<file path="src/hw/sort_pkg.sv">
package sort_pkg;

  // ##################################################
  // widths and batch size
  // ##################################################

  localparam int KEY_W = 16;
  localparam int LANES = 4;

  // lane 0 sits in the low bits of a beat
  localparam int BEAT_W = KEY_W * LANES;

  localparam int BATCH_BEATS = 32;

  // one extra bit so a full batch count fits
  localparam int CNT_W = $clog2(BATCH_BEATS) + 1;

  // three compare-exchange stages
  localparam int NET_LAT = 3;

  // ##################################################
  // pattern modes
  // ##################################################

  typedef logic [1:0] mode_t;

  localparam mode_t MODE_XORSHIFT = 2'd0;
  localparam mode_t MODE_REVERSE  = 2'd1;
  // code 3 falls through to sorted
  localparam mode_t MODE_SORTED   = 2'd2;

  // ##################################################
  // configuration word
  // ##################################################

  // seed for xorshift, base and stride for the ramps
  typedef union packed {
    logic [KEY_W-1:0] seed;
    struct packed {
      logic [11:0] base;
      logic [3:0]  stride;
    } ramp;
  } sort_cfg_u;

endpackage
</file>
<file path="src/hw/sorter_top.sv">
`timescale 1ns/10ps

module sorter_top import sort_pkg::*; (
  input  logic              CLK,
  input  logic              RSTa,
  input  logic              i_start,
  input  mode_t             i_mode,
  input  sort_cfg_u         i_cfg,
  output logic              o_valid,
  output logic [BEAT_W-1:0] o_data,
  output logic              o_done,
  output logic              o_busy
);

  logic              gen_load;
  logic              gen_step;
  logic              gen_valid;
  logic [BEAT_W-1:0] gen_data;

  batch_ctrl u_ctrl (
    .CLK         (CLK),
    .RSTa        (RSTa),
    .i_start     (i_start),
    .i_out_valid (o_valid),
    .o_load      (gen_load),
    .o_step      (gen_step),
    .o_busy      (o_busy),
    .o_done      (o_done)
  );

  record_gen u_gen (
    .CLK     (CLK),
    .RSTa    (RSTa),
    .i_load  (gen_load),
    .i_step  (gen_step),
    .i_mode  (i_mode),
    .i_cfg   (i_cfg),
    .o_valid (gen_valid),
    .o_data  (gen_data)
  );

  // sorted beats go out and back to the drain counter
  sort_net4 u_net (
    .CLK     (CLK),
    .RSTa    (RSTa),
    .i_valid (gen_valid),
    .i_data  (gen_data),
    .o_valid (o_valid),
    .o_data  (o_data)
  );

endmodule

</file>
<file path="src/hw/batch_ctrl.sv">
`timescale 1ns/10ps

module batch_ctrl import sort_pkg::*; (
  input  logic CLK,
  input  logic RSTa,
  input  logic i_start,
  input  logic i_out_valid,
  output logic o_load,
  output logic o_step,
  output logic o_busy,
  output logic o_done
);

  logic [CNT_W-1:0] issued;
  logic [CNT_W-1:0] drained;
  logic             issue_more;
  logic             last_beat;

  assign issue_more = (issued < CNT_W'(BATCH_BEATS));
  assign last_beat  = (drained == CNT_W'(BATCH_BEATS - 1));

  // lands on the final beat leaving the network
  assign o_done = o_busy & i_out_valid & last_beat;

  // ##################################################
  // issue side
  // ##################################################

  always_ff @(posedge CLK) begin
    if (RSTa) begin
      o_load <= 1'b0;
      o_step <= 1'b0;
      o_busy <= 1'b0;
      issued <= '0;
    end else begin
      o_load <= 1'b0;
      o_step <= 1'b0;
      if (o_done) begin
        o_busy <= 1'b0;
      end
      if (i_start && !o_busy) begin
        // load counts as the first beat
        o_load <= 1'b1;
        o_busy <= 1'b1;
        issued <= CNT_W'(1);
      end else if (o_busy && issue_more) begin
        o_step <= 1'b1;
        issued <= issued + CNT_W'(1);
      end
    end
  end

  // ##################################################
  // drain side
  // ##################################################

  always_ff @(posedge CLK) begin
    if (RSTa) begin
      drained <= '0;
    end else if (o_done) begin
      drained <= '0;
    end else if (o_busy && i_out_valid) begin
      drained <= drained + CNT_W'(1);
    end
  end

endmodule

</file>
<file path="src/hw/sort_net4.sv">
`timescale 1ns/10ps

module sort_net4 import sort_pkg::*; (
  input  logic              CLK,
  input  logic              RSTa,
  input  logic              i_valid,
  input  logic [BEAT_W-1:0] i_data,
  output logic              o_valid,
  output logic [BEAT_W-1:0] o_data
);

  logic [LANES-1:0][KEY_W-1:0] in_k;
  logic [LANES-1:0][KEY_W-1:0] st1_nxt;
  logic [LANES-1:0][KEY_W-1:0] st1_q;
  logic [LANES-1:0][KEY_W-1:0] st2_nxt;
  logic [LANES-1:0][KEY_W-1:0] st2_q;
  logic [LANES-1:0][KEY_W-1:0] st3_nxt;
  logic [LANES-1:0][KEY_W-1:0] st3_q;
  logic [NET_LAT-1:0]          vld_q;

  // returns {high, low}
  function automatic logic [2*KEY_W-1:0] cas(input logic [KEY_W-1:0] a,
                                              input logic [KEY_W-1:0] b);
    logic [2*KEY_W-1:0] res;
    if (a > b) begin
      res = {a, b};
    end else begin
      res = {b, a};
    end
    return res;
  endfunction

  assign in_k = i_data;

  // ##################################################
  // stage 1 compares pairs (0,1) and (2,3)
  // ##################################################

  always_comb begin
    {st1_nxt[1], st1_nxt[0]} = cas(in_k[0], in_k[1]);
    {st1_nxt[3], st1_nxt[2]} = cas(in_k[2], in_k[3]);
  end

  // ##################################################
  // stage 2 compares (0,2) and (1,3)
  // ##################################################

  // min and max now fixed in lanes 0 and 3
  always_comb begin
    {st2_nxt[2], st2_nxt[0]} = cas(st1_q[0], st1_q[2]);
    {st2_nxt[3], st2_nxt[1]} = cas(st1_q[1], st1_q[3]);
  end

  // ##################################################
  // stage 3 compares the middle pair
  // ##################################################

  always_comb begin
    st3_nxt    = st2_q;
    {st3_nxt[2], st3_nxt[1]} = cas(st2_q[1], st2_q[2]);
  end

  always_ff @(posedge CLK) begin
    if (RSTa) begin
      vld_q <= '0;
    end else begin
      vld_q <= {vld_q[NET_LAT-2:0], i_valid};
    end
  end

  // data registers only move with a beat
  always_ff @(posedge CLK) begin
    if (i_valid) begin
      st1_q <= st1_nxt;
    end
    if (vld_q[0]) begin
      st2_q <= st2_nxt;
    end
    if (vld_q[1]) begin
      st3_q <= st3_nxt;
    end
  end

  assign o_valid = vld_q[NET_LAT-1];
  assign o_data  = st3_q;

endmodule

</file>
<file path="src/hw/record_gen.sv">
`timescale 1ns/10ps

module record_gen import sort_pkg::*; (
  input  logic              CLK,
  input  logic              RSTa,
  input  logic              i_load,
  input  logic              i_step,
  input  mode_t             i_mode,
  input  sort_cfg_u         i_cfg,
  output logic              o_valid,
  output logic [BEAT_W-1:0] o_data
);

  mode_t            mode_q;
  mode_t            mode_eff;
  logic [3:0]       stride_q;
  logic [KEY_W-1:0] stride4;
  logic [KEY_W-1:0] ramp_base;
  logic             advance;
  logic             descend;
  logic             use_xs;
  wire [BEAT_W-1:0] beat_nxt;

  assign advance = i_load | i_step;

  // load uses the incoming mode, later steps the latched one
  assign mode_eff = i_load ? i_mode : mode_q;
  assign descend  = (mode_eff == MODE_REVERSE);
  assign use_xs   = (mode_eff == MODE_XORSHIFT);

  assign ramp_base = KEY_W'(i_cfg.ramp.base);
  assign stride4   = KEY_W'({stride_q, 2'b00});

  // ##################################################
  // per-lane sources
  // ##################################################

  for (genvar k = 0; k < LANES; k++) begin : g_lane
    logic [KEY_W-1:0] lane_seed;
    logic [KEY_W-1:0] xs_value;
    logic [KEY_W-1:0] lane_off;
    logic [KEY_W-1:0] ramp_q;
    logic [KEY_W-1:0] ramp_nxt;

    // distinct seed per lane
    assign lane_seed = i_cfg.seed ^ (KEY_W'(1) << k);

    xorshift16 u_xs (
      .CLK     (CLK),
      .RSTa    (RSTa),
      .i_load  (i_load),
      .i_seed  (lane_seed),
      .i_step  (i_step),
      .o_value (xs_value)
    );

    assign lane_off = KEY_W'(k) * KEY_W'(i_cfg.ramp.stride);

    // ramps wrap modulo 2^16
    assign ramp_nxt = i_load ?
                      (descend ? ramp_base - lane_off : ramp_base + lane_off) :
                      (descend ? ramp_q - stride4 : ramp_q + stride4);

    always_ff @(posedge CLK) begin
      if (advance) begin
        ramp_q <= ramp_nxt;
      end
    end

    assign beat_nxt[k*KEY_W +: KEY_W] = use_xs ? xs_value : ramp_nxt;
  end

  // ##################################################
  // mode latch and output beat
  // ##################################################

  always_ff @(posedge CLK) begin
    if (RSTa) begin
      o_valid <= 1'b0;
      mode_q  <= MODE_XORSHIFT;
    end else begin
      o_valid <= advance;
      if (i_load) begin
        mode_q <= i_mode;
      end
    end
  end

  always_ff @(posedge CLK) begin
    if (i_load) begin
      stride_q <= i_cfg.ramp.stride;
    end
    if (advance) begin
      o_data <= beat_nxt;
    end
  end

endmodule

</file>
<file path="src/hw/xorshift16.sv">
`timescale 1ns/10ps

module xorshift16 import sort_pkg::*; (
  input  logic             CLK,
  input  logic             RSTa,
  input  logic             i_load,
  input  logic [KEY_W-1:0] i_seed,
  input  logic             i_step,
  output logic [KEY_W-1:0] o_value
);

  logic [KEY_W-1:0] state;
  logic [KEY_W-1:0] state_nxt;
  logic [KEY_W-1:0] shuffled;

  // 7 / 9 / 8 shift triple
  always_comb begin
    shuffled = state ^ (state << 7);
    shuffled = shuffled ^ (shuffled >> 9);
    shuffled = shuffled ^ (shuffled << 8);
  end

  always_comb begin
    state_nxt = state;
    if (i_load) begin
      // zero is a fixed point of the shifts
      state_nxt = (i_seed == '0) ? KEY_W'(1) : i_seed;
    end else if (i_step) begin
      state_nxt = shuffled;
    end
  end

  always_ff @(posedge CLK) begin
    if (RSTa) begin
      state <= KEY_W'(1);
    end else begin
      state <= state_nxt;
    end
  end

  // caller registers the next state alongside
  assign o_value = state_nxt;

endmodule

</file>
<file path="config.mk">
export PLATFORM = sky130hd
export DESIGN_NAME = sorter_top
export DESIGN_NICKNAME = d
export VERILOG_FILES = /design/src/hw/sort_pkg.sv /design/src/hw/sorter_top.sv /design/src/hw/batch_ctrl.sv /design/src/hw/sort_net4.sv /design/src/hw/record_gen.sv /design/src/hw/xorshift16.sv
export SDC_FILE = /design/constraint.sdc
export NUM_CORES = 1
export LEC_CHECK = 0
export BUFFER_PORTS_ARGS = -buffer_cell sky130_fd_sc_hd__buf_2
export CAP_MARGIN = 40
export CELL_PAD_IN_SITES_DETAIL_PLACEMENT = 1
export CELL_PAD_IN_SITES_GLOBAL_PLACEMENT = 2
export CORE_ASPECT_RATIO = 0.9
export CORE_MARGIN = 4
export CORE_UTILIZATION = 30
export CTS_CLUSTER_SIZE = 14
export DETAILED_ROUTE_END_ITERATION = 12
export PLACE_DENSITY = 0.6
export SLEW_MARGIN = 20
export SYNTH_ARGS = -nofsm -noshare
export SYNTH_HDL_FRONTEND = slang
export SYNTH_SLANG_ARGS = --single-unit
export TNS_END_PERCENT = 10
</file>
<file path="constraint.sdc">
create_clock -name CLK -period 5.4 [get_ports CLK]
set_input_delay 1.08 -clock CLK [delete_from_list [all_inputs] [get_ports CLK]]
set_output_delay 1.08 -clock CLK [all_outputs]
set_load 0.05 [all_outputs]
</file>
Word level (Yosys, flattened, before mapping)
Index checks and enable logic that the tools add are counted.
{"block": "word_totals", "reg_bits": 409, "out_inout_bits": 67, "elab_cells": 127}
{"block": "classes", "n_addsub": 16, "n_mul": 1, "n_lt_le_gt_ge": 6, "eq_ne": 2, "n_mux": 39, "bitwise_logic": 19, "reduce_logical": 13}
{"cell": "$mux 16", "n": 27}
{"cell": "$mux 32", "n": 5}
{"cell": "$xor 16x16->16", "n": 8}
{"cell": "$gt 16x16->1", "n": 5}
{"cell": "$add 16x6->16", "n": 4}
{"cell": "$logic_not 16->1", "n": 4}
{"cell": "$sub 16x6->16", "n": 4}
{"cell": "$xor 16x7->16", "n": 4}
{"cell": "$add 12x4->13", "n": 1}
{"cell": "$add 12x5->13", "n": 1}
{"cell": "$add 12x6->13", "n": 1}
{"cell": "$sub 12x4->13", "n": 1}
{"cell": "$sub 12x5->13", "n": 1}
{"cell": "$sub 12x6->13", "n": 1}
{"cell": "$add 6x1->6 const B", "n": 2}
{"cell": "$eq 6x5->1 const B", "n": 1}
{"cell": "$lt 6x6->1 const B", "n": 1}
{"cell": "$mul 2x4->6 const A", "n": 1}
{"cell": "$mux 1", "n": 6}
{"cell": "$not 1->1", "n": 4}
{"cell": "$reduce_bool 2->1", "n": 2}
{"cell": "$reduce_or 2->1", "n": 2}
{"cell": "$logic_and 1x1->1", "n": 3}
{"cell": "$and 1x1->1", "n": 2}
{"cell": "5 further kinds", "n": 5}

Longest topological paths before layout
Gate-level depths: netlist of the first run.
{"block": "logic_depth", "ltp_word": 6, "depth_mapped": 17, "depth_no_buf": 13}

Cells and area by module
Synthesis of the first run repeated with hierarchy kept, for this count alone.
{"block": "hier_totals", "cells_unflattened": 2574, "hier_area_um2": 26535.4}
{"module": "sort_net4", "n_inst": 1, "cells_each": 948, "area_each_um2": 11273.3, "seq_area_each_um2": 5825.6}
{"module": "record_gen", "n_inst": 1, "cells_each": 978, "area_each_um2": 9923.3, "seq_area_each_um2": 4023.9}
{"module": "xorshift16", "n_inst": 4, "cells_each": 144, "area_each_um2": 1171.1, "seq_area_each_um2": 320.3}
{"module": "batch_ctrl", "n_inst": 1, "cells_each": 72, "area_each_um2": 654.4, "seq_area_each_um2": 300.3}

Worst setup path before layout of the first run
OpenSTA, ideal clock, no wires.
{"block": "synth_path", "path_kind": "reg-to-reg", "from": "register u_ctrl.o_load", "to": "register u_gen.g_lane[0].ramp_q[0] (enable)", "arrival_time_ps": 3308, "slack_ps": 984, "path_stages_with_launch": 6, "path_buffers": 3, "path_cell_list": "dfxtp_1 -> buf_6 -> clkinv_1 -> clkbuf_1 -> clkbuf_1 -> nand2_1"}
{"block": "synth_via", "elab_chain_cells": 1}
{"element": "from (decl)", "line_no": "batch_ctrl.sv:8", "rtl": "output logic o_load,"}
{"element": "from (signal assigned)", "line_no": "batch_ctrl.sv:31", "rtl": "o_load <= 1'b0;"}
{"element": "from (signal assigned)", "line_no": "batch_ctrl.sv:36", "rtl": "o_load <= 1'b0;"}
{"element": "from (signal assigned)", "line_no": "batch_ctrl.sv:43", "rtl": "o_load <= 1'b1;"}
{"element": "$or 1x1->1", "line_no": "record_gen.sv:24", "rtl": "assign advance = i_load | i_step;"}
{"element": "named net u_gen.advance", "line_no": "record_gen.sv:19", "rtl": "logic advance;"}
{"element": "to (signal assigned)", "line_no": "record_gen.sv:66", "rtl": "ramp_q <= ramp_nxt;"}
{"element": "to (decl)", "line_no": "record_gen.sv:42", "rtl": "logic [KEY_W-1:0] ramp_q;"}
The timed path passes the listed nets, and every way through them passes these cells.
A chain may end at the register's enable or synchronous reset.

Worst setup path in the final report of the first run
{"block": "layout_path", "from": "input i_mode[1]", "to": "register u_gen.o_data[15], data pin"}
{"block": "layout_via", "elab_chain_cells": 5, "word_cells_on_any_way": 6, "cone_classes": "eq/ne (1); mux (4); reduce/logical (1)"}
{"element": "from (decl)", "line_no": "sorter_top.sv:7", "rtl": "input mode_t i_mode,"}
{"element": "$mux 2 *", "line_no": "record_gen.sv:27", "rtl": "assign mode_eff = i_load ? i_mode : mode_q;"}
{"element": "$eq 2x1->1", "line_no": "record_gen.sv:28", "rtl": "assign descend = (mode_eff == MODE_REVERSE);"}
{"element": "$mux 16", "line_no": "record_gen.sv:62", "rtl": "(descend ? ramp_q - stride4 : ramp_q + stride4);"}
{"element": "$mux 16", "line_no": "record_gen.sv:60", "rtl": "assign ramp_nxt = i_load ?"}
{"element": "$mux 16 *", "line_no": "record_gen.sv:70", "rtl": "assign beat_nxt[k*KEY_W +: KEY_W] = use_xs ? xs_value : ramp_nxt;"}
{"element": "named net u_gen.beat_nxt[15]", "line_no": "record_gen.sv:22", "rtl": "wire [BEAT_W-1:0] beat_nxt;"}
{"element": "to (signal assigned)", "line_no": "record_gen.sv:94", "rtl": "o_data <= beat_nxt;"}
{"element": "to (decl)", "line_no": "record_gen.sv:11", "rtl": "output logic [BEAT_W-1:0] o_data"}
Mark *: on every way through the listed nets, which the timed path passes. The rest lies on a longest branch.

==> metrics.md, run 1 <==
| Metric | Value |
|---|---|
| Status | complete, no violations |
| DR pass1 iterations | 5 |
| Ys flop type | edfxtp_1 |
| Fin Setup TNS | 0 ns |
| Internal power | 6.87 mW |
| Register bit total from synthesis | 409 |
| Flop pwr share | 40.2% |
| Yosys cell types | 78 |
| PostCTS Resize Cnt | 0 |
| Vias/cell | 5.02 |
| Chip width | 307 um |
| Sequential share of the synthesized area | 47.5% |
| All-Layer GR Usage | 18.3% |
| Synth area leader | edfxtp_1 |
| Crit path arrival time | 4.67 ns |
| Peak Freq | 229 MHz |
| Comb power frac | 25.7% |
| Netlist Area Pre-Place | 0.0241 mm^2 |
| Final worst slack | 1.03 ns |
| Worst setup path category | input port to flip-flop |
| Routed len/inst | 23.4 um |
| Final setup viols | 0 |
| # DRC | 0 |
| Initial antenna violation count | 6 |
| Routed vias | 16900 |
| Psw | 3.13 mW |
| Met3 Track Usage GR | 2.31% |
| M2 GR Usage | 29.6% |
| Total gr overflow | 0 |
| Post-Synthesis Cells | 2196 |
| RSZ-0062 raised after global routing | false |
| Min cycle time layout | 4.37 ns |
| CORE AREA | 0.0795 mm^2 |
| Antenna viol nets, final | 0 |
| NumNets Final | 2488 |
| Starting density of the core | 30.3% |
| Crit share post-route | 80.9% |
| Routed wire length | 78900 um |
| Sw Ratio | 31.3% |
| Worst setup SP type | input port |
| Full die area | 0.0848 mm^2 |
| Hold buffer count at CTS | 0 |
| Worst Reg-to-Reg Cells | 12 |
| Slowest-stage cell, CP | a21oi_2 |
| Chip Height | 277 um |
| Hold Fails Final Rpt | 0 |
| # fillers | 8793 |
| Vias in the first global route | 17500 |
| GR peak layer | met2 |
| Leakage | 10.8 nW |
| CP max FO | 18 |
| Num CTS Buffers | 49 |
| Reg2reg end | u_gen.o_data[15] |
| Placer Congestion | 0.853 |
| Commonest cells in the netlist | 324 x edfxtp_1, 174 x ha_1, 161 x nor2_1 |
| Pwr/cell area | 364 mW/mm^2 |
| First-pass GRT wire length | 118000 um |
| Slew @ Worst Pin | 0.897 ns |
| Worst R2R Setup Slack | 1.17 ns |
| Detailed Place HPWL | 59400 um |
| Setup Buffers After CTS | 0 |
| Async SR Flop Fraction | 0% |
| Worst-path clk slew | 0.06 ns |
| Worst-Skew Late Latency | 0.59 ns |
| Slew Limit Headroom | 39.6% |
| Pin count of the biggest net entering global routing | 129 |
| CP cell instances | buf_2 -> nand3b_1 -> nand2_8 -> a21oi_2 -> inv_1 -> ha_1 -> nand4_1 -> a2111oi_0 -> nor2_1 -> o211a_1 -> o31ai_1 -> xnor2_1 -> o21ai_0 |
| Clock buffer depth | 3 |
| RR Startpoint | u_gen.mode_q[1] |
| Met1 usage | 26.5% |
| Fin Clk Skew | 0.0178 ns |
| Number of max-slew violations in the final report | 0 |
| Most common cell in the synthesized netlist | edfxtp_1 |
| CP Data Required Time | 5.70 ns |
| CTS tree | built |
| DR iter-0 viols | 1217 |
| Setup crit end kind | flip-flop |
| Worst min path class | flip-flop to flip-flop |
| Syn. warnings | 0 |
| Crit-path max cell delay | 0.50 ns |
| Worst Hold Depth | 0 |
| Worst Hold Launch | u_net.st2_q[0] |
| Htree depth | 2 |
| Worst Hold Path EP | u_net.o_data[0] |
| Top-area cell type share of the netlist area | 40.4% |
| Avg Synthesized Cell Area | 11.0 um^2 |
| Antenna cells | 0 |
| Clock Power Share | 34.1% |
| Clock sink count | 409 |
| Syn nets | 2402 |
| Setup Slack @ Placement | 0.572 ns |
| Root Buffer | clkbuf_16 |
| Area grow syn2layout | 14.2% |
| VDD IR max | 250 uV |
| Row cnt | 98 |
| IO Count | 88 |
| Max-cap violation count | 0 |
| # port buffers | 87 |
| Synth area leaders | edfxtp_1 40%, ha_1 9.0%, mux2_2 7.2% |
| Share of cells above drive strength 1 | 16.8% |
| EDFF count, synth | 324 |
-- power by group through the flow --
| stage | clock [mW] | combinational, mW | sequential [mW] |
|---|---|---|---|
| 2_1_floorplan | 0 | 1.75 | 4.04 |
| 3_3_place_gp | 0 | 2.50 | 4.10 |
| 3_5_place_dp | 0 | 2.54 | 4.10 |
| 4_1_cts | 3.52 | 2.56 | 4.04 |
| 5_1_grt | 3.66 | 2.83 | 4.05 |
| 6_report | 3.41 | 2.57 | 4.02 |
-- worst max path at each step --
stage                     slack (ns)     startpoint                   endpoint
after global placement          0.75      i_mode[1]           u_gen.o_data[29]
after floorplan                 0.98  u_ctrl.o_load  u_gen.g_lane[0].ramp_q[0]
final                           1.03      i_mode[1]           u_gen.o_data[15]
after CTS                       1.19      i_mode[1]           u_gen.o_data[15]
after global routing            0.84      i_mode[1]           u_gen.o_data[15]
after detailed placement        0.57      i_mode[1]           u_gen.o_data[15]
-- registers in the layout, summed over array words and instances (netlist names) --
register and count:
u_net.vld_q 3, u_net.o_data 64, u_net.st2_q 64, u_gen.o_data 64
u_gen.mode_q 2, u_net.st1_q 64, u_gen.g_lane.u_xs.state 64, u_ctrl.drained 6
u_ctrl.o_load 1, u_gen.stride_q 4, u_gen.o_valid 1, u_ctrl.issued 6
u_ctrl.o_busy 1, u_gen.g_lane.ramp_q 64, u_ctrl.o_step 1
-- logic make-up (layout without fill, tap and decap cells) --
group           count (synthesis)  after routing  synth area share, %
compound gates                459            459                 12.0
buf+inv                       230            356                 4.04
simple gates                  501            501                 9.72
fa+ha+maj                     185            185                 9.96
flops                         409            409                 47.5
xor+xnor                      236            236                 8.59
mux                           176            176                 8.18
-- layout by cell type (no fill, tap or decap), types with 24 or more instances in the layout --
cell | Yosys | routed
a21o_1 | 48 | 48
a21oi_1 | 88 | 87
buf_2 | 15 | 93
buf_4 | 0 | 24
clkbuf_16 | 0 | 49
dfxtp_1 | 85 | 80
edfxtp_1 | 324 | 324
ha_1 | 174 | 174
inv_1 | 140 | 140
mux2_2 | 154 | 154
nand2_1 | 159 | 158
nand3_1 | 30 | 30
nor2_1 | 161 | 161
o21ai_0 | 153 | 152
xnor2_1 | 156 | 156
xor2_1 | 80 | 80
-- metrics by stage --
stage	instance area [um^2]	power, mW	hold WS (ns)	std cells	util, %
2_1_floorplan	24100	5.79	0.400	2196	-
3_3_place_gp	25700	6.59	0.402	3269	32.3
3_5_place_dp	25700	6.64	0.406	3276	32.4
4_1_cts	27400	10.1	0.420	3367	34.4
5_1_grt	27500	10.5	0.424	3372	34.6
6_report	27500	10.0	0.418	3372	34.6
-- critical path, delay by kind of cell --
| family | cells | cell delay (ns) |
|---|---|---|
| AO/OA/AOI/OAI | 5 | 1.60 |
| XOR/XNOR | 1 | 0.18 |
| adder cells (fa/ha/maj) | 1 | 0.50 |
| buffers and inverters | 2 | 0.50 |
| AND/OR/NAND/NOR | 4 | 0.80 |
-- per-layer routing --
| metal | routed length, um | share of wire, % |
|---|---|---|
| met5 | 0 | 0 |
| met4 | 1260 | 1.6 |
| met3 | 2790 | 3.5 |
| met2 | 36300 | 46 |
| met1 | 38500 | 49 |
-- cell type report --
class                           instances  area (um^2)  area share (%)
Timing Repair Buffer                  124          803            2.92
Clock inverter                         29          313            1.14
Sequential cell                       409        11400            41.6
Tap cell                             1050         1310            4.78
Clock buffer                           62         1330            4.82
Inverter                              141          529            1.93
Multi-Input combinational cell       1557        11800            42.8
Note: power is estimated with default switching activity, not from simulation.
==> run 2: changes to the inputs <==
PLACE_DENSITY = 0.62   (was 0.6)
clock period = 3.8 ns   (was 5.4 ns; I/O delays follow)
==> metrics.md, run 2 (synthesized netlist as in run 1, its figures left out) <==
| Metric | Value |
|---|---|
| Pwr/cell area | 510 mW/mm^2 (was 364 mW/mm^2) |
| Slew @ Worst Pin | 0.908 ns (was 0.897 ns) |
| Vias in the first global route | 18500 (was 17500) |
| Num CTS Buffers | 49 (unchanged) |
| Setup Buffers After CTS | 0 (unchanged) |
| Layout Cells excl Fill | 3495 (was 3372) |
| Htree depth | 2 (unchanged) |
| Root Buffer | clkbuf_16 (unchanged) |
| Pin count of the biggest net entering global routing | 70 (was 129) |
| Worst min path class | flip-flop to flip-flop (unchanged) |
| NumNets Final | 2611 (was 2488) |
| CP Data Required Time | 4.19 ns (was 5.70 ns) |
| Leakage | 11.4 nW (was 10.8 nW) |
| Final setup viols | 0 (unchanged) |
| CORE AREA | 0.0795 mm^2 (unchanged) |
| Detailed Place HPWL | 61900 um (was 59400 um) |
| Setup crit end kind | flip-flop (unchanged) |
| CP cell instances | or3b_1 -> nand2_8 -> nor2_1 -> xnor2_1 -> buf_4 -> ha_1 -> nor2b_1 -> o31a_1 -> o221a_2 -> o211ai_1 -> nand2_1 -> xnor2_1 -> o32ai_1 (was buf_2 -> nand3b_1 -> nand2_8 -> a21oi_2 -> inv_1 -> ha_1 -> nand4_1 -> a2111oi_0 -> nor2_1 -> o211a_1 -> o31ai_1 -> xnor2_1 -> o21ai_0) |
| Placed cell count | 3401 (was 3276) |
| Placer Congestion | 0.857 (was 0.853) |
| DR iter-0 viols | 989 (was 1217) |
| CP max FO | 9 (was 18) |
| Clock sink count | 409 (unchanged) |
| Max-cap violation count | 0 (unchanged) |
| Full die area | 0.0848 mm^2 (unchanged) |
| RSZ-0062 raised after global routing | false (unchanged) |
| Routed vias | 17500 (was 16900) |
| Total power | 14.5 mW (was 10.0 mW) |
| Placed cell areas | 0.0268 mm^2 (was 0.0257 mm^2) |
| Worst setup SP type | flip-flop (was input port) |
| Vias/cell | 5.01 (was 5.02) |
| Commonest non-fill, non-tap cell in the layout | edfxtp_1 (unchanged) |
| CTS tree | built (unchanged) |
| Hold buffer count at CTS | 0 (unchanged) |
| Slowest-stage cell, CP | or3b_1 (was a21oi_2) |
| # port buffers | 87 (unchanged) |
| Clock buffer depth | 3 (unchanged) |
| Final worst slack | 0.282 ns (was 1.03 ns) |
| Area grow syn2layout | 18.3% (was 14.2%) |
| Chip width | 307 um (unchanged) |
| VDD IR max | 379 uV (was 250 uV) |
| IO Count | 88 (unchanged) |
| Number of max-slew violations in the final report | 0 (unchanged) |
| Commonest non-fill, non-tap cells in the layout | 324 x edfxtp_1, 174 x ha_1, 161 x nor2_1, 158 x nand2_1, 156 x xnor2_1 (unchanged) |
| # DRC | 0 (unchanged) |
| Row cnt | 98 (unchanged) |
| Chip Height | 277 um (unchanged) |
| Crit share post-route | 92.6% |
| Crit path arrival time | 3.91 ns (was 4.67 ns) |
| All-Layer GR Usage | 18.9% (was 18.3%) |
| Worst-path clk slew | 0.06 ns (about the same) |
| Starting density of the core | 30.3% (unchanged) |
| Peak Freq | 284 MHz |
| First-pass GRT wire length | 122000 um (was 118000 um) |
| CP most frequent cell | xnor2_1 |
| Routed len/inst | 23.2 um (was 23.4 um) |
| Fin Hold WS | 0.410 ns (was 0.418 ns) |
| Final core utilization | 35.8% (was 34.6%) |
| Antenna viol nets, final | 0 (unchanged) |
| Fin Setup TNS | 0 ns (unchanged) |
| Crit-path max cell delay | 0.50 ns (about the same) |
| Share of cells above drive strength 1 | 20.8% (was 16.8%) |
| Total gr overflow | 0 (unchanged) |
| PostCTS Resize Cnt | 0 (unchanged) |
| Slew Limit Headroom | 38.9% (was 39.6%) |
| Worst setup path category | flip-flop to flip-flop (was input port to flip-flop) |
| Min cycle time layout | 3.52 ns |
| Routed wire length | 81200 um (was 78900 um) |
| DR pass1 iterations | 5 (unchanged) |
| Setup Slack @ Placement | -0.113 ns (was 0.572 ns) |
| Final instance area | 0.0285 mm^2 (was 0.0275 mm^2) |
| Fin Clk Skew | 0.0178 ns (about the same) |
| Worst-Skew Late Latency | 0.60 ns (was 0.59 ns) |
| Hold Fails Final Rpt | 0 (unchanged) |
| Status | complete, no violations (unchanged) |
| Initial antenna violation count | 5 (was 6) |
==> run 2: metal layers <==
layer  global-route usage [%]  vias to the layer above  wire length, um
li1                         -                     8332                -
met1                     26.6                     8784            38500
met2                     31.0                      296            37700
met3                     2.23                       86             3110
met4                     4.29                        4             1750
met5                        0                        -               33
==> run 2: path summary, 6_finish.rpt <==
path                                      from               end  slack [ns]  cells after the start
worst max-delay path             u_ctrl.o_load  u_gen.o_data[12]        0.28                     13
worst min-delay path            u_net.st2_q[6]   u_net.o_data[6]        0.41                      0
worst min register to register  u_net.st2_q[6]   u_net.o_data[6]        0.41                      0
worst max register to register   u_ctrl.o_load  u_gen.o_data[12]        0.28                     13
==> run 2: final cells by class <==
cell class / count / area (um^2)
Tap cell: 1050 / 1310
Fill cell: 8822 / 51000
Multi-Input combinational cell: 1557 / 11800
Antenna cell: 1 / 2.50
Sequential cell: 409 / 11400
Timing Repair Buffer: 247 / 1790
Inverter: 141 / 529
Clock inverter: 19 / 214
Clock buffer: 71 / 1420
==> run 2: power by group <==
part           switching, mW  internal (mW)  leakage [nW]  total (mW)
Combinational           2.23           1.71          6.91        3.94
Sequential             0.321           5.41          3.72        5.73
Clock                   1.98           2.87         0.795        4.85
==> run 2: critical path: cells and delay by family, from the launching register on <==
family,cells,cell delay [ns]
adder cells (fa/ha/maj),1,0.32
AND/OR/NAND/NOR,5,0.97
flip-flops,1,0.40
AO/OA/AOI/OAI,4,1.14
XOR/XNOR,2,0.27
buffers and inverters,1,0.16
==> run 3: changes to the inputs <==
CORE_UTILIZATION = 38   (was 30)
PLACE_DENSITY = 0.76   (was 0.62)
==> metrics.md, run 3 (synthesized netlist as in run 1, its figures left out) <==
| Metric | Value |
|---|---|
| Status | complete, no violations (unchanged) |
| Routed vias | 17700 (was 17500) |
| Worst min path class | flip-flop to flip-flop (unchanged) |
| Leakage | 11.3 nW (was 11.4 nW) |
| Sw Ratio | 31.3% (was 31.2%) |
| Num CTS Buffers | 48 (was 49) |
| Chip Height | 247 um (was 277 um) |
| CORE AREA | 0.0627 mm^2 (was 0.0795 mm^2) |
| Vias/cell | 5.39 (was 5.01) |
| Peak Freq | 280 MHz (was 284 MHz) |
| Commonest non-fill, non-tap cells in the layout | 324 x edfxtp_1, 174 x ha_1, 161 x nor2_1, 158 x nand2_1, 156 x xnor2_1 (unchanged) |
| CTS tree | built (unchanged) |
| Area grow syn2layout | 16.7% (was 18.3%) |
| Crit path arrival time | 3.87 ns (was 3.91 ns) |
| Root Buffer | clkbuf_16 (unchanged) |
| First-pass GRT wire length | 115000 um (was 122000 um) |
| IO Count | 88 (unchanged) |
| Total power | 14.2 mW (was 14.5 mW) |
| Clock buffer depth | 3 (unchanged) |
| Htree depth | 2 (unchanged) |
| Hold Fails Final Rpt | 0 (unchanged) |
| Routed wire length | 76000 um (was 81200 um) |
| Antenna cells | 0 (was 1) |
| Share of cells above drive strength 1 | 20.5% (was 20.8%) |
| CP max FO | 6 (was 9) |
| Chip width | 273 um (was 307 um) |
| NumNets Final | 2601 (was 2611) |
| Fin Clk Skew | 0.0138 ns (was 0.0178 ns) |
| Hold buffer count at CTS | 0 (unchanged) |
| CP Data Required Time | 4.09 ns (was 4.19 ns) |
| # port buffers | 87 (unchanged) |
| Final setup viols | 0 (unchanged) |
| RSZ-0062 raised after global routing | false (unchanged) |
| Layout Cells excl Fill | 3279 (was 3495) |
| Max-cap violation count | 0 (unchanged) |
| Row cnt | 87 (was 98) |
| Final core utilization | 44.8% (was 35.8%) |
| Worst-Skew Late Latency | 0.59 ns (was 0.60 ns) |
| Clock sink count | 409 (unchanged) |
| Psw | 4.45 mW (was 4.52 mW) |
| Pwr/cell area | 506 mW/mm^2 (was 510 mW/mm^2) |
| Starting density of the core | 38.4% (was 30.3%) |
| Crit share post-route | 94.1% (was 92.6%) |
| Initial antenna violation count | 2 (was 5) |
| Full die area | 0.0674 mm^2 (was 0.0848 mm^2) |
| Antenna viol nets, final | 0 (unchanged) |
| Min cycle time layout | 3.57 ns (was 3.52 ns) |
| All-Layer GR Usage | 22.4% (was 18.9%) |
| Vias in the first global route | 18700 (was 18500) |
| Detailed Place HPWL | 58000 um (was 61900 um) |
| Worst setup path category | flip-flop to flip-flop (unchanged) |
| Worst setup SP type | flip-flop (unchanged) |
| DR iter-0 viols | 1159 (was 989) |
| VDD IR max | 279 uV (was 379 uV) |
| Final instance area | 0.0281 mm^2 (was 0.0285 mm^2) |
| Final worst slack | 0.226 ns (was 0.282 ns) |
| Total gr overflow | 0 (unchanged) |
| Comb power frac | 27.5% (was 27.1%) |
| Placer Congestion | 0.948 (was 0.857) |
| Worst-path clk slew | 0.06 ns (about the same) |
| Placed cell areas | 0.0265 mm^2 (was 0.0268 mm^2) |
| # DRC | 0 (unchanged) |
| Commonest non-fill, non-tap cell in the layout | edfxtp_1 (unchanged) |
| Clock Power Share | 32.3% (was 33.4%) |
| Pin count of the biggest net entering global routing | 157 (was 70) |
| Routed len/inst | 23.2 um (about the same) |
| Slew @ Worst Pin | 0.926 ns (was 0.908 ns) |
| Setup Slack @ Placement | -0.175 ns (was -0.113 ns) |
| Flop pwr share | 40.2% (was 39.5%) |
| Number of max-slew violations in the final report | 0 (unchanged) |
| Setup crit end kind | flip-flop (unchanged) |
| Slew Limit Headroom | 37.6% (was 38.9%) |
| Internal power | 9.76 mW (was 9.99 mW) |
| DR pass1 iterations | 5 (unchanged) |
| Placed cell count | 3186 (was 3401) |
-- run 3: cell types whose count changed in the layout (fill, tap and decap cells not counted), sizes merged --
cell / delta
diode: -1
buf: -9
clkinv: +7
clkbuf: -10
inv: +2
-- run 3: metrics by stage --
stage	hold slack (ns)	setup TNS, ns
finish	0.417	0
CTS	0.420	0
global placement	0.402	-0.187
floorplan	0.400	-0.0485
detailed placement	0.406	-1.58
global route	0.422	0
-- run 3: metal layers --
metal  vias to the layer above  global-route usage (%)  routed length [um]
met1                      8874                    31.5               35600
met3                       104                    2.62                3230
met2                       374                    36.8               35100
met5                         -                       0                   0
li1                       8315                       -                   -
met4                         0                    5.95                1990
-- run 3: critical path, stage by stage (launching register included) --
cell and delay, ns:
edfxtp_1 0.62, inv_1 0.11, ha_1 0.32, a21oi_1 0.18, inv_1 0.16, fa_1 0.44, nand2b_1 0.18, a21oi_1 0.29
o31a_1 0.25, o22ai_1 0.15, o21ai_0 0.25, xnor2_1 0.19, o221ai_1 0.14
-- run 3: worst paths after layout --
| check | start | to | slack, ns | cells after the start |
|---|---|---|---|---|
| hold / removal | u_net.st2_q[61] | u_net.o_data[61] | 0.42 | 0 |
| setup reg to reg | u_gen.stride_q[0] | u_gen.o_data[30] | 0.23 | 12 |
| hold reg to reg | u_net.st2_q[61] | u_net.o_data[61] | 0.42 | 0 |
| setup / recovery | u_gen.stride_q[0] | u_gen.o_data[30] | 0.23 | 12 |
-- run 3: what timing repair did --
item                       in CTS  in global routing
buffers inserted                0                  0
setup endpoints to repair       0                 15
resized for setup               0                  4
-- run 3: power by group through the flow --
stage	Combinational, mW	Sequential [mW]	Clock (mW)
2_1_floorplan	2.49	5.73	0
3_3_place_gp	3.70	5.79	0
3_5_place_dp	3.82	5.81	0
4_1_cts	3.86	5.72	4.72
5_1_grt	4.25	5.75	4.92
6_report	3.90	5.71	4.60
-- run 3: cell type report --
class                      instances  area, um^2
clock buffer                      61        1280
clock inverter                    28         264
fill                            6890       34600
inverter                         141         529
multi-input combinational       1557       11800
sequential                       409       11400
tap                              845        1060
timing repair buffer             238        1740
